`config.mk`:
```
export PLATFORM = sky130hd
export DESIGN_NAME = harvard_avalon_bridge
export DESIGN_NICKNAME = d
export VERILOG_FILES = /design/src/design/avl_bridge_pkg.sv /design/src/design/bus_sequencer.sv /design/src/design/request_mux.sv /design/src/design/write_lane_aligner.sv /design/src/design/read_capture.sv /design/src/design/harvard_avalon_bridge.sv
export SDC_FILE = /design/constraint.sdc
export NUM_CORES = 1
export LEC_CHECK = 0
export BUFFER_PORTS_ARGS = -buffer_cell sky130_fd_sc_hd__buf_4
export CELL_PAD_IN_SITES_DETAIL_PLACEMENT = 0
export CELL_PAD_IN_SITES_GLOBAL_PLACEMENT = 2
export CORE_MARGIN = 10
export CORE_UTILIZATION = 24
export DETAILED_ROUTE_END_ITERATION = 16
export PLACE_DENSITY_LB_ADDON = 0.2
export SETUP_SLACK_MARGIN = 0.05
export SYNTH_ARGS = -nofsm -noshare
export SYNTH_HDL_FRONTEND = slang
export SYNTH_SLANG_ARGS = --single-unit
```
`constraint.sdc`:
```
create_clock -name clk -period 2.4 [get_ports clk]
set_input_delay 0.48 -clock clk [delete_from_list [all_inputs] [get_ports clk]]
set_output_delay 0.48 -clock clk [all_outputs]
set_load 0.02 [all_outputs]
```
`src/design/avl_bridge_pkg.sv`:
```
`default_nettype none

package avl_bridge_pkg;

  localparam int ADDR_W = 32;               // byte address width
  localparam int DATA_W = 32;
  localparam int BYTE_W = 8;
  localparam int BE_W   = DATA_W / BYTE_W;  // byte lanes per word
  localparam int OFF_W  = $clog2(BE_W);

  typedef logic [ADDR_W-1:0] addr_t;
  typedef logic [DATA_W-1:0] word_t;
  typedef logic [BE_W-1:0]   byte_en_t;
  typedef logic [OFF_W-1:0]  byte_off_t;

  // sequencer orders a data access ahead of the instruction fetch
  typedef enum logic [2:0] {
    IDLE        = 3'd0,
    FETCH_INSTR = 3'd1,
    FETCH_DATA  = 3'd2,
    INSTR_SET   = 3'd3,
    HALTED      = 3'd4
  } seq_state_t;

  localparam byte_en_t BE_FULL = 4'b1111;   // whole word, offset 0

endpackage

`default_nettype wire

```
`src/design/bus_sequencer.sv`:
```
`timescale 1ns/10ps
`default_nettype none

module bus_sequencer (
  input  logic                       clk,
  input  logic                       arst_n,
  input  logic                       active,
  input  logic                       data_read,
  input  logic                       data_write,
  input  logic                       av_waitrequest,
  output avl_bridge_pkg::seq_state_t state,
  output logic                       clk_enable,
  output logic                       data_done,
  output logic                       instr_done
);

  import avl_bridge_pkg::*;

  seq_state_t state_next;
  logic       data_req;   // exactly one data strobe raised
  logic       bus_ready;  // slave takes the command this edge

  assign data_req  = data_read ^ data_write;
  assign bus_ready = !av_waitrequest;

  always_ff @(posedge clk or negedge arst_n)
  begin
    if (!arst_n)
    begin
      state <= IDLE;
    end
    else
    begin
      state <= state_next;
    end
  end

  always_comb
  begin
    state_next = state;
    case (state)
      IDLE:
      begin
        if (data_req)
        begin
          state_next = FETCH_DATA;    // data goes first
        end
        else if (active)
        begin
          state_next = FETCH_INSTR;
        end
      end
      FETCH_DATA:
      begin
        if (bus_ready)
        begin
          if (active)
          begin
            state_next = INSTR_SET;   // running cpu also needs its next instruction
          end
          else
          begin
            state_next = HALTED;
          end
        end
      end
      INSTR_SET:
      begin
        state_next = FETCH_INSTR;
      end
      FETCH_INSTR:
      begin
        if (bus_ready)
        begin
          state_next = HALTED;
        end
      end
      HALTED:
      begin
        state_next = IDLE;
      end
      default:
      begin
        state_next = IDLE;
      end
    endcase
  end

  // strobes land on the completing edge only
  assign data_done  = (state == FETCH_DATA) && bus_ready;
  assign instr_done = (state == FETCH_INSTR) && bus_ready;

  // Processor runs while nothing is requested, and gets exactly one
  // cycle in HALTED once a sequence has finished.
  always_comb
  begin
    case (state)
      IDLE:
      begin
        clk_enable = !(data_req || active);
      end
      HALTED:
      begin
        clk_enable = 1'b1;            // single release cycle
      end
      default:
      begin
        clk_enable = 1'b0;            // access in flight
      end
    endcase
  end

endmodule

`default_nettype wire

```
`src/design/request_mux.sv`:
```
`timescale 1ns/10ps
`default_nettype none

module request_mux (
  input  avl_bridge_pkg::seq_state_t state,
  input  avl_bridge_pkg::addr_t      instr_address,
  input  avl_bridge_pkg::addr_t      data_address,
  input  logic                       data_read,
  input  logic                       data_write,
  input  avl_bridge_pkg::word_t      lane_writedata,
  output avl_bridge_pkg::addr_t      av_address,
  output logic                       av_read,
  output logic                       av_write,
  output avl_bridge_pkg::word_t      av_writedata
);

  import avl_bridge_pkg::*;

  addr_t word_address;

  assign word_address = {data_address[ADDR_W-1:OFF_W], {OFF_W{1'b0}}};  // drop byte offset

  always_comb
  begin
    av_address   = '0;
    av_read      = 1'b0;
    av_write     = 1'b0;
    av_writedata = '0;
    case (state)
      FETCH_DATA:
      begin
        av_address   = word_address;
        av_read      = data_read;
        av_write     = data_write;
        av_writedata = lane_writedata;
      end
      INSTR_SET, FETCH_INSTR:
      begin
        av_address = instr_address;   // instruction reads are always whole words
        av_read    = 1'b1;
      end
      default:
      begin
        av_read  = 1'b0;              // bus idle
        av_write = 1'b0;
      end
    endcase
  end

endmodule

`default_nettype wire

```
`src/design/write_lane_aligner.sv`:
```
`timescale 1ns/10ps
`default_nettype none

module write_lane_aligner (
  input  avl_bridge_pkg::addr_t    data_address,
  input  avl_bridge_pkg::word_t    data_writedata,
  output avl_bridge_pkg::byte_en_t av_byteenable,
  output avl_bridge_pkg::word_t    lane_writedata
);

  import avl_bridge_pkg::*;

  byte_off_t offset;
  word_t     shift_bits;  // lane shift in bits

  assign offset     = data_address[OFF_W-1:0];
  assign shift_bits = word_t'(offset) * BYTE_W;

  // offset 0..3 gives 1111, 1110, 1100, 1000
  assign av_byteenable = BE_FULL << offset;

  // low bytes of the cpu word move up into the enabled lanes
  assign lane_writedata = data_writedata << shift_bits;

endmodule

`default_nettype wire

```
`src/design/read_capture.sv`:
```
`timescale 1ns/10ps
`default_nettype none

module read_capture (
  input  logic                  clk,
  input  logic                  arst_n,
  input  logic                  data_done,
  input  logic                  instr_done,
  input  logic                  data_read,
  input  avl_bridge_pkg::addr_t data_address,
  input  avl_bridge_pkg::word_t av_readdata,
  output avl_bridge_pkg::word_t instr_readdata,
  output avl_bridge_pkg::word_t data_readdata
);

  import avl_bridge_pkg::*;

  byte_off_t offset;
  word_t     shift_bits;
  word_t     data_shifted;  // addressed byte moved down to bit 0

  assign offset       = data_address[OFF_W-1:0];
  assign shift_bits   = word_t'(offset) * BYTE_W;
  assign data_shifted = av_readdata >> shift_bits;

  always_ff @(posedge clk or negedge arst_n)
  begin
    if (!arst_n)
    begin
      instr_readdata <= '0;
    end
    else if (instr_done)
    begin
      instr_readdata <= av_readdata;
    end
  end

  // a completed write leaves the last read value in place
  always_ff @(posedge clk or negedge arst_n)
  begin
    if (!arst_n)
    begin
      data_readdata <= '0;
    end
    else if (data_done && data_read)
    begin
      data_readdata <= data_shifted;
    end
  end

endmodule

`default_nettype wire

```
`src/design/harvard_avalon_bridge.sv`:
```
`timescale 1ns/10ps
`default_nettype none

module harvard_avalon_bridge (
  input  logic                     clk,
  input  logic                     arst_n,
  input  logic                     active,
  output logic                     clk_enable,
  input  avl_bridge_pkg::addr_t    instr_address,
  output avl_bridge_pkg::word_t    instr_readdata,
  input  avl_bridge_pkg::addr_t    data_address,
  input  logic                     data_read,
  input  logic                     data_write,
  input  avl_bridge_pkg::word_t    data_writedata,
  output avl_bridge_pkg::word_t    data_readdata,
  output avl_bridge_pkg::addr_t    av_address,
  output logic                     av_read,
  output logic                     av_write,
  output avl_bridge_pkg::word_t    av_writedata,
  output avl_bridge_pkg::byte_en_t av_byteenable,
  input  avl_bridge_pkg::word_t    av_readdata,
  input  logic                     av_waitrequest
);

  import avl_bridge_pkg::*;

  seq_state_t state;
  logic       data_done;
  logic       instr_done;
  word_t      lane_writedata;  // write data already in its byte lanes

  bus_sequencer u_bus_sequencer (
    .clk            (clk),
    .arst_n         (arst_n),
    .active         (active),
    .data_read      (data_read),
    .data_write     (data_write),
    .av_waitrequest (av_waitrequest),
    .state          (state),
    .clk_enable     (clk_enable),
    .data_done      (data_done),
    .instr_done     (instr_done)
  );

  request_mux u_request_mux (
    .state          (state),
    .instr_address  (instr_address),
    .data_address   (data_address),
    .data_read      (data_read),
    .data_write     (data_write),
    .lane_writedata (lane_writedata),
    .av_address     (av_address),
    .av_read        (av_read),
    .av_write       (av_write),
    .av_writedata   (av_writedata)
  );

  write_lane_aligner u_write_lane_aligner (
    .data_address   (data_address),
    .data_writedata (data_writedata),
    .av_byteenable  (av_byteenable),
    .lane_writedata (lane_writedata)
  );

  read_capture u_read_capture (
    .clk            (clk),
    .arst_n         (arst_n),
    .data_done      (data_done),
    .instr_done     (instr_done),
    .data_read      (data_read),
    .data_address   (data_address),
    .av_readdata    (av_readdata),
    .instr_readdata (instr_readdata),
    .data_readdata  (data_readdata)
  );

endmodule

`default_nettype wire

```
Word-level counts from Yosys, hierarchy flattened --
Cells that the tools add are included.
Operators by class: equal/unequal tests 7, shift operators 3, muxes and demuxes 11, bitwise gates (word level) 1, reductions and logical operators 9
Operators with widths (count):
- $pmux 32 s2 | 1
- $mux 32 | 1
- $shl 32x5->32 | 1
- $shr 32x5->32 | 1
- $mux 3 | 5
- $pmux 3 s4 | 1
- $eq 3x2->1 const B | 2
- $ne 2x2->1 const B | 2
- $pmux 1 s2 | 2
- $shl 4x2->4 const A | 1
- $eq 3x1->1 const B | 1
- $eq 3x3->1 const B | 1
- $logic_and 1x1->1 | 3
- $logic_not 3->1 | 1
- $ne 3x2->1 const B | 1
- $reduce_and 3->1 | 1
- $logic_not 1->1 | 2
- $reduce_or 2->1 | 1
- $logic_or 1x1->1 | 1
- $mux 1 | 1
- $xor 1x1->1 | 1
Storage, ports and cells: register bits 67, bits of input ports 134, output and inout port bits 135, logic and storage cells 34

Logic depth before layout (Yosys ltp) --
depth after elaboration 4, mapped depth 6, mapped depth without buffers 3

By module --
From an unflattened synthesis, not the netlist that was laid out.
Second synthesis, totals: cell total of the unflattened synthesis 379, area, all modules 4106.4 um^2
Modules (own cells, without submodules):
- read_capture | instances 1, cells an instance 205, area an instance 2712.6 um^2, seq. area each 1601.5 um^2
- request_mux | instances 1, cells an instance 86, area an instance 664.4 um^2, seq. area each 0.0 um^2
- write_lane_aligner | instances 1, cells an instance 69, area an instance 551.8 um^2, seq. area each 0.0 um^2
- bus_sequencer | instances 1, cells an instance 19, area an instance 177.7 um^2, seq. area each 75.1 um^2

Worst setup path before layout --
No wires, ideal clock.
path type input-to-output, start input port data_address[1], end output port av_writedata[30], arrival 1921 ps, data required time 1920 ps, slack -1 ps, stages 5, path buffers 3, cell sequence clkbuf_1 > buf_2 > clkbuf_1 > a211oi_1 > a211oi_1
On the way: longest elaborated chain between the ends 2
Ends and longest elaborated chain:
- start, declared | RTL line harvard_avalon_bridge.sv:11 | input avl_bridge_pkg::addr_t data_address,
- $shl 32x5->32 | RTL line write_lane_aligner.sv:23 | assign lane_writedata = data_writedata << shift_bits;
- $mux 32 | RTL line request_mux.sv:29 | case (state)
- end, declared | RTL line harvard_avalon_bridge.sv:19 | output avl_bridge_pkg::word_t av_writedata,
No other way between the ends.

Worst setup path in the final report --
start register u_bus_sequencer.state[0], end output port av_writedata[29]
On the way: longest elaborated chain between the ends 2
Ends and longest elaborated chain:
- start, declared | RTL line bus_sequencer.sv:11 | output avl_bridge_pkg::seq_state_t state,
- start signal, assigned | RTL line bus_sequencer.sv:34 | state <= state_next;
- $eq 3x2->1 | RTL line request_mux.sv:29
- $mux 32 | RTL line request_mux.sv:29
No other way between the ends.

==> run_results.csv <==
group,metric,value,unit
power_and_ir_drop,power_frac_comb,57.6,%
power_and_ir_drop,power_frac_clock,16.5,%
power_and_ir_drop,total_power,0.00758,W
routing,detail-route-antenna-nets,0,
synthesis,syn_area_per_cell,11.1,um2
finish,post_layout_nonfiller_instances,841,
global_routing,grt_start_max_net_pins,68,
placement,gp_congestion,0.826,
sta,timing.final.crit_period,2280,ps
die,design.die.area,22200,um2
synthesis,synthesized_net_count,494,
cts,postCtsHoldBufs,0,
routing,drc,0,
sta,rsz0062_at_grt,"true",
cts,ctsLongestPathBuffers,2,
synthesis,synth_area,4000,um2
sta,tightestPinTransition,881,ps
power_and_ir_drop,intPower,0.00444,W
synthesis,synth_cells,360,
cts,htreeDepth,3,
placement,dpl.cell_count,825,
hold_path,hp-class,"input pin to async pin",
worst_setup_path,critical_path_buf_inv_count,2,
die,design.portCount,269,
cts,cts.sink_count,67,
power_and_ir_drop,switching_share,41.5,%
cts,cts_tree,"built",
die,chipWidth,149,um
power_and_ir_drop,power_frac_seq,25.9,%
sta,finalHoldWorstSlack,260,ps
routing,drtPass1Iterations,4,
cts,cell_chosen_for_the_clock_root,"sky130_fd_sc_hd__clkbuf_16",
placement,dp_hpwl,13500,um
synthesis,yosys_register_bits,67,
worst_setup_path,crit_path_slowest_cell,"sky130_fd_sc_hd__dfrtp_2",
worst_setup_path,worst-endpoint-required,1920,ps
run,max_cap_violations,0,
finish,finalNetCount,750,
synthesis,synthDistinctLibCells,34,
cts,post-cts-setup-buffers,0,
die,total_number_of_placement_rows,47,
global_routing,grt.total_usage,14.4,%
routing,post_detailed_route_via_to_cell_ratio,4.52,
routing,drt_wl_total,16900,um
power_and_ir_drop,p_leak,3.27,nW
synthesis,yosysWarningCount,0,
worst_setup_path,setup.worst_path.end_class,"output pin",
finish,flow.area_growth_from_synthesis,63.7,%
sta,finClkSkew,11.1,ps
placement,port_buffers,267,
placement,dp_worst_setup_slack,71.9,ps
sta,max_freq,0.438,GHz
routing,vias,3801,
die,core_area,16500,um2
cts,tritoncts.num_buffers,9,
worst_setup_path,timing.setup.critical_path_class,"flop to output pin",
cts,insertion_delay,340,ps
power_and_ir_drop,irDropWorstVdd,0.532,mV
worst_setup_path,crit_fanout,17,
routing,dr.first_iter.drc_count,211,
global_routing,grt_pass1_vias,4135,
routing,wl_per_cell,20.1,um
sta,slew_violations,0,
worst_setup_path,critical-path-top-delay-family,"flip-flops",
cts,cts-resized-gates,0,
finish,drive_gt1_share,57.6,%
sta,timing.final.ws_setup,119,ps
global_routing,grt_pass1_wl,25200,um
global_routing,antenna_found_initial,0,
global_routing,globalRoute.totalOverflow,0,
cts,clkSlewWorstSetupHoldPaths,60,ps
sta,timing.slew.headroom,41.3,%
worst_setup_path,crit_top_cell,"sky130_fd_sc_hd__buf_4",
sta,final-setup-viol-count,0,
die,die_height,149,um
worst_setup_path,critical_path.max_stage_delay,450,ps
worst_setup_path,worst_setup_path_start_kind,"flop",
synthesis,synth_sequential_area_ratio,41.9,%
sta,period_share,95.0,%
outcome,run_status,"complete, no violations",
power_and_ir_drop,switching_power,0.00314,W
worst_setup_path,cp_data_arrival_time,1800,ps
sta,hold_viol,0,
worst_setup_path,worst_path_cell_trace,"or3b_1, buf_4, a211oi_1, buf_4",
power_and_ir_drop,power_density,1160,nW/um2
die,floorplan.initialDensity,24.3,%
finish,antenna-diode-count,0,
-- worst reg2reg max path, stage by stage (launching register included) --
cell and delay (ps):
sky130_fd_sc_hd__dfrtp_2 450, sky130_fd_sc_hd__or3b_1 380, sky130_fd_sc_hd__buf_4 210, sky130_fd_sc_hd__nor3b_4 220, sky130_fd_sc_hd__buf_12 250, sky130_fd_sc_hd__mux2_2 390
-- layout make-up --
type,instances,area (um2)
Timing Repair Buffer,279,2120
Multi-Input combinational cell,250,2150
Tap cell,220,275
Fill cell,1678,9920
Clock buffer,13,260
Clock inverter,3,21.3
Sequential cell,67,1680
Inverter,9,33.8
-- path summary, 6_finish.rpt --
kind,from,end,slack (ps),cells after the start
min in group clk,av_waitrequest,u_bus_sequencer.state[2],370,2
max in group asynchronous,arst_n,u_bus_sequencer.state[2],1520,1
setup reg to reg,u_bus_sequencer.state[0],u_read_capture.data_readdata[14],380,5
setup / recovery,u_bus_sequencer.state[0],av_writedata[29],120,4
hold reg to reg,u_read_capture.data_readdata[23],u_read_capture.data_readdata[23],490,1
hold / removal,arst_n,u_read_capture.instr_readdata[11],260,1
-- synth_stat cells (all sizes together) --
library cell	instances	share of area, %
dfrtp	67	42
mux2	56	16
mux2i	56	14
a22o	30	6.6
nor2	27	2.5
clkbuf	19	1.8
a211oi	17	3.2
buf	15	2.4
nand2	10	0.94
nor2b	10	1.6
inv	9	0.84
a2bb2oi	8	1.8
and3	8	1.3
o2bb2ai	8	1.8
and2	3	0.47
nand2b	2	0.31
nor3	2	0.25
nor3b	2	0.66
or3b	2	0.44
a21o	1	0.19
a31oi	1	0.16
conb	1	0.094
nand3b	1	0.19
o21a	1	0.19
o21ai	1	0.13
o22ai	1	0.16
or4b	1	0.25
xor2	1	0.22
-- registers in the layout, summed over array words and instances (netlist names) --
register	count
u_read_capture.data_readdata	32
u_bus_sequencer.state	3
u_read_capture.instr_readdata	32
-- through the flow --
| stage | util, % | area, um2 | TNS (ps) |
|---|---|---|---|
| floorplan | - | 4000 | 0 |
| global placement | 37.9 | 6250 | 0 |
| detailed placement | 37.9 | 6250 | 0 |
| CTS | 39.7 | 6530 | 0 |
| global route | 39.7 | 6550 | -3.69 |
| finish | 39.7 | 6550 | 0 |
-- power groups by stage --
stage	clock (W)	combinational (W)	sequential, W
finish	0.00125	0.00436	0.00197
global route	0.00136	0.00466	0.00205
CTS	0.00130	0.00444	0.00197
detailed placement	0	0.00443	0.00198
global placement	0	0.00442	0.00196
floorplan	0	0.00180	0.00255
-- metal layers --
layer	vias up	track usage, %	part of all wire (%)	wire length, um
met5	-	0	0	0
met2	139	24.1	50	8440
met3	15	5.55	7.7	1300
met4	0	3.43	1.1	190
met1	1816	17.0	41	6960
li1	1831	-	-	-
-- logic make-up after synthesis --
family / share of synthesized area (%)
xor gates and xnor gates: 0.219
DFF: 41.9
AOI/OAI and AO/OA: 14.1
buffers and inverters: 5.04
muxes: 29.8
and+or+nand+nor: 8.86
other: 0.0938
-- cells in the final DEF, fill, tap and decap left out, types with 3 or more instances in the layout --
master,netlist,layout
sky130_fd_sc_hd__o2bb2ai_1,8,8
sky130_fd_sc_hd__dfrtp_1,67,64
sky130_fd_sc_hd__and3_1,8,8
sky130_fd_sc_hd__mux2_1,4,4
sky130_fd_sc_hd__inv_1,9,9
sky130_fd_sc_hd__clkbuf_16,0,9
sky130_fd_sc_hd__a2bb2oi_1,8,8
sky130_fd_sc_hd__mux2i_1,56,56
sky130_fd_sc_hd__dfrtp_2,0,3
sky130_fd_sc_hd__nor2_1,27,26
sky130_fd_sc_hd__buf_4,2,276
sky130_fd_sc_hd__a22o_1,30,30
sky130_fd_sc_hd__mux2_2,52,52
sky130_fd_sc_hd__and2_1,3,3
sky130_fd_sc_hd__nand2_1,10,9
sky130_fd_sc_hd__a211oi_1,17,16
sky130_fd_sc_hd__nor2b_1,10,8
No activity file was read; power rests on OpenSTA's default activity.
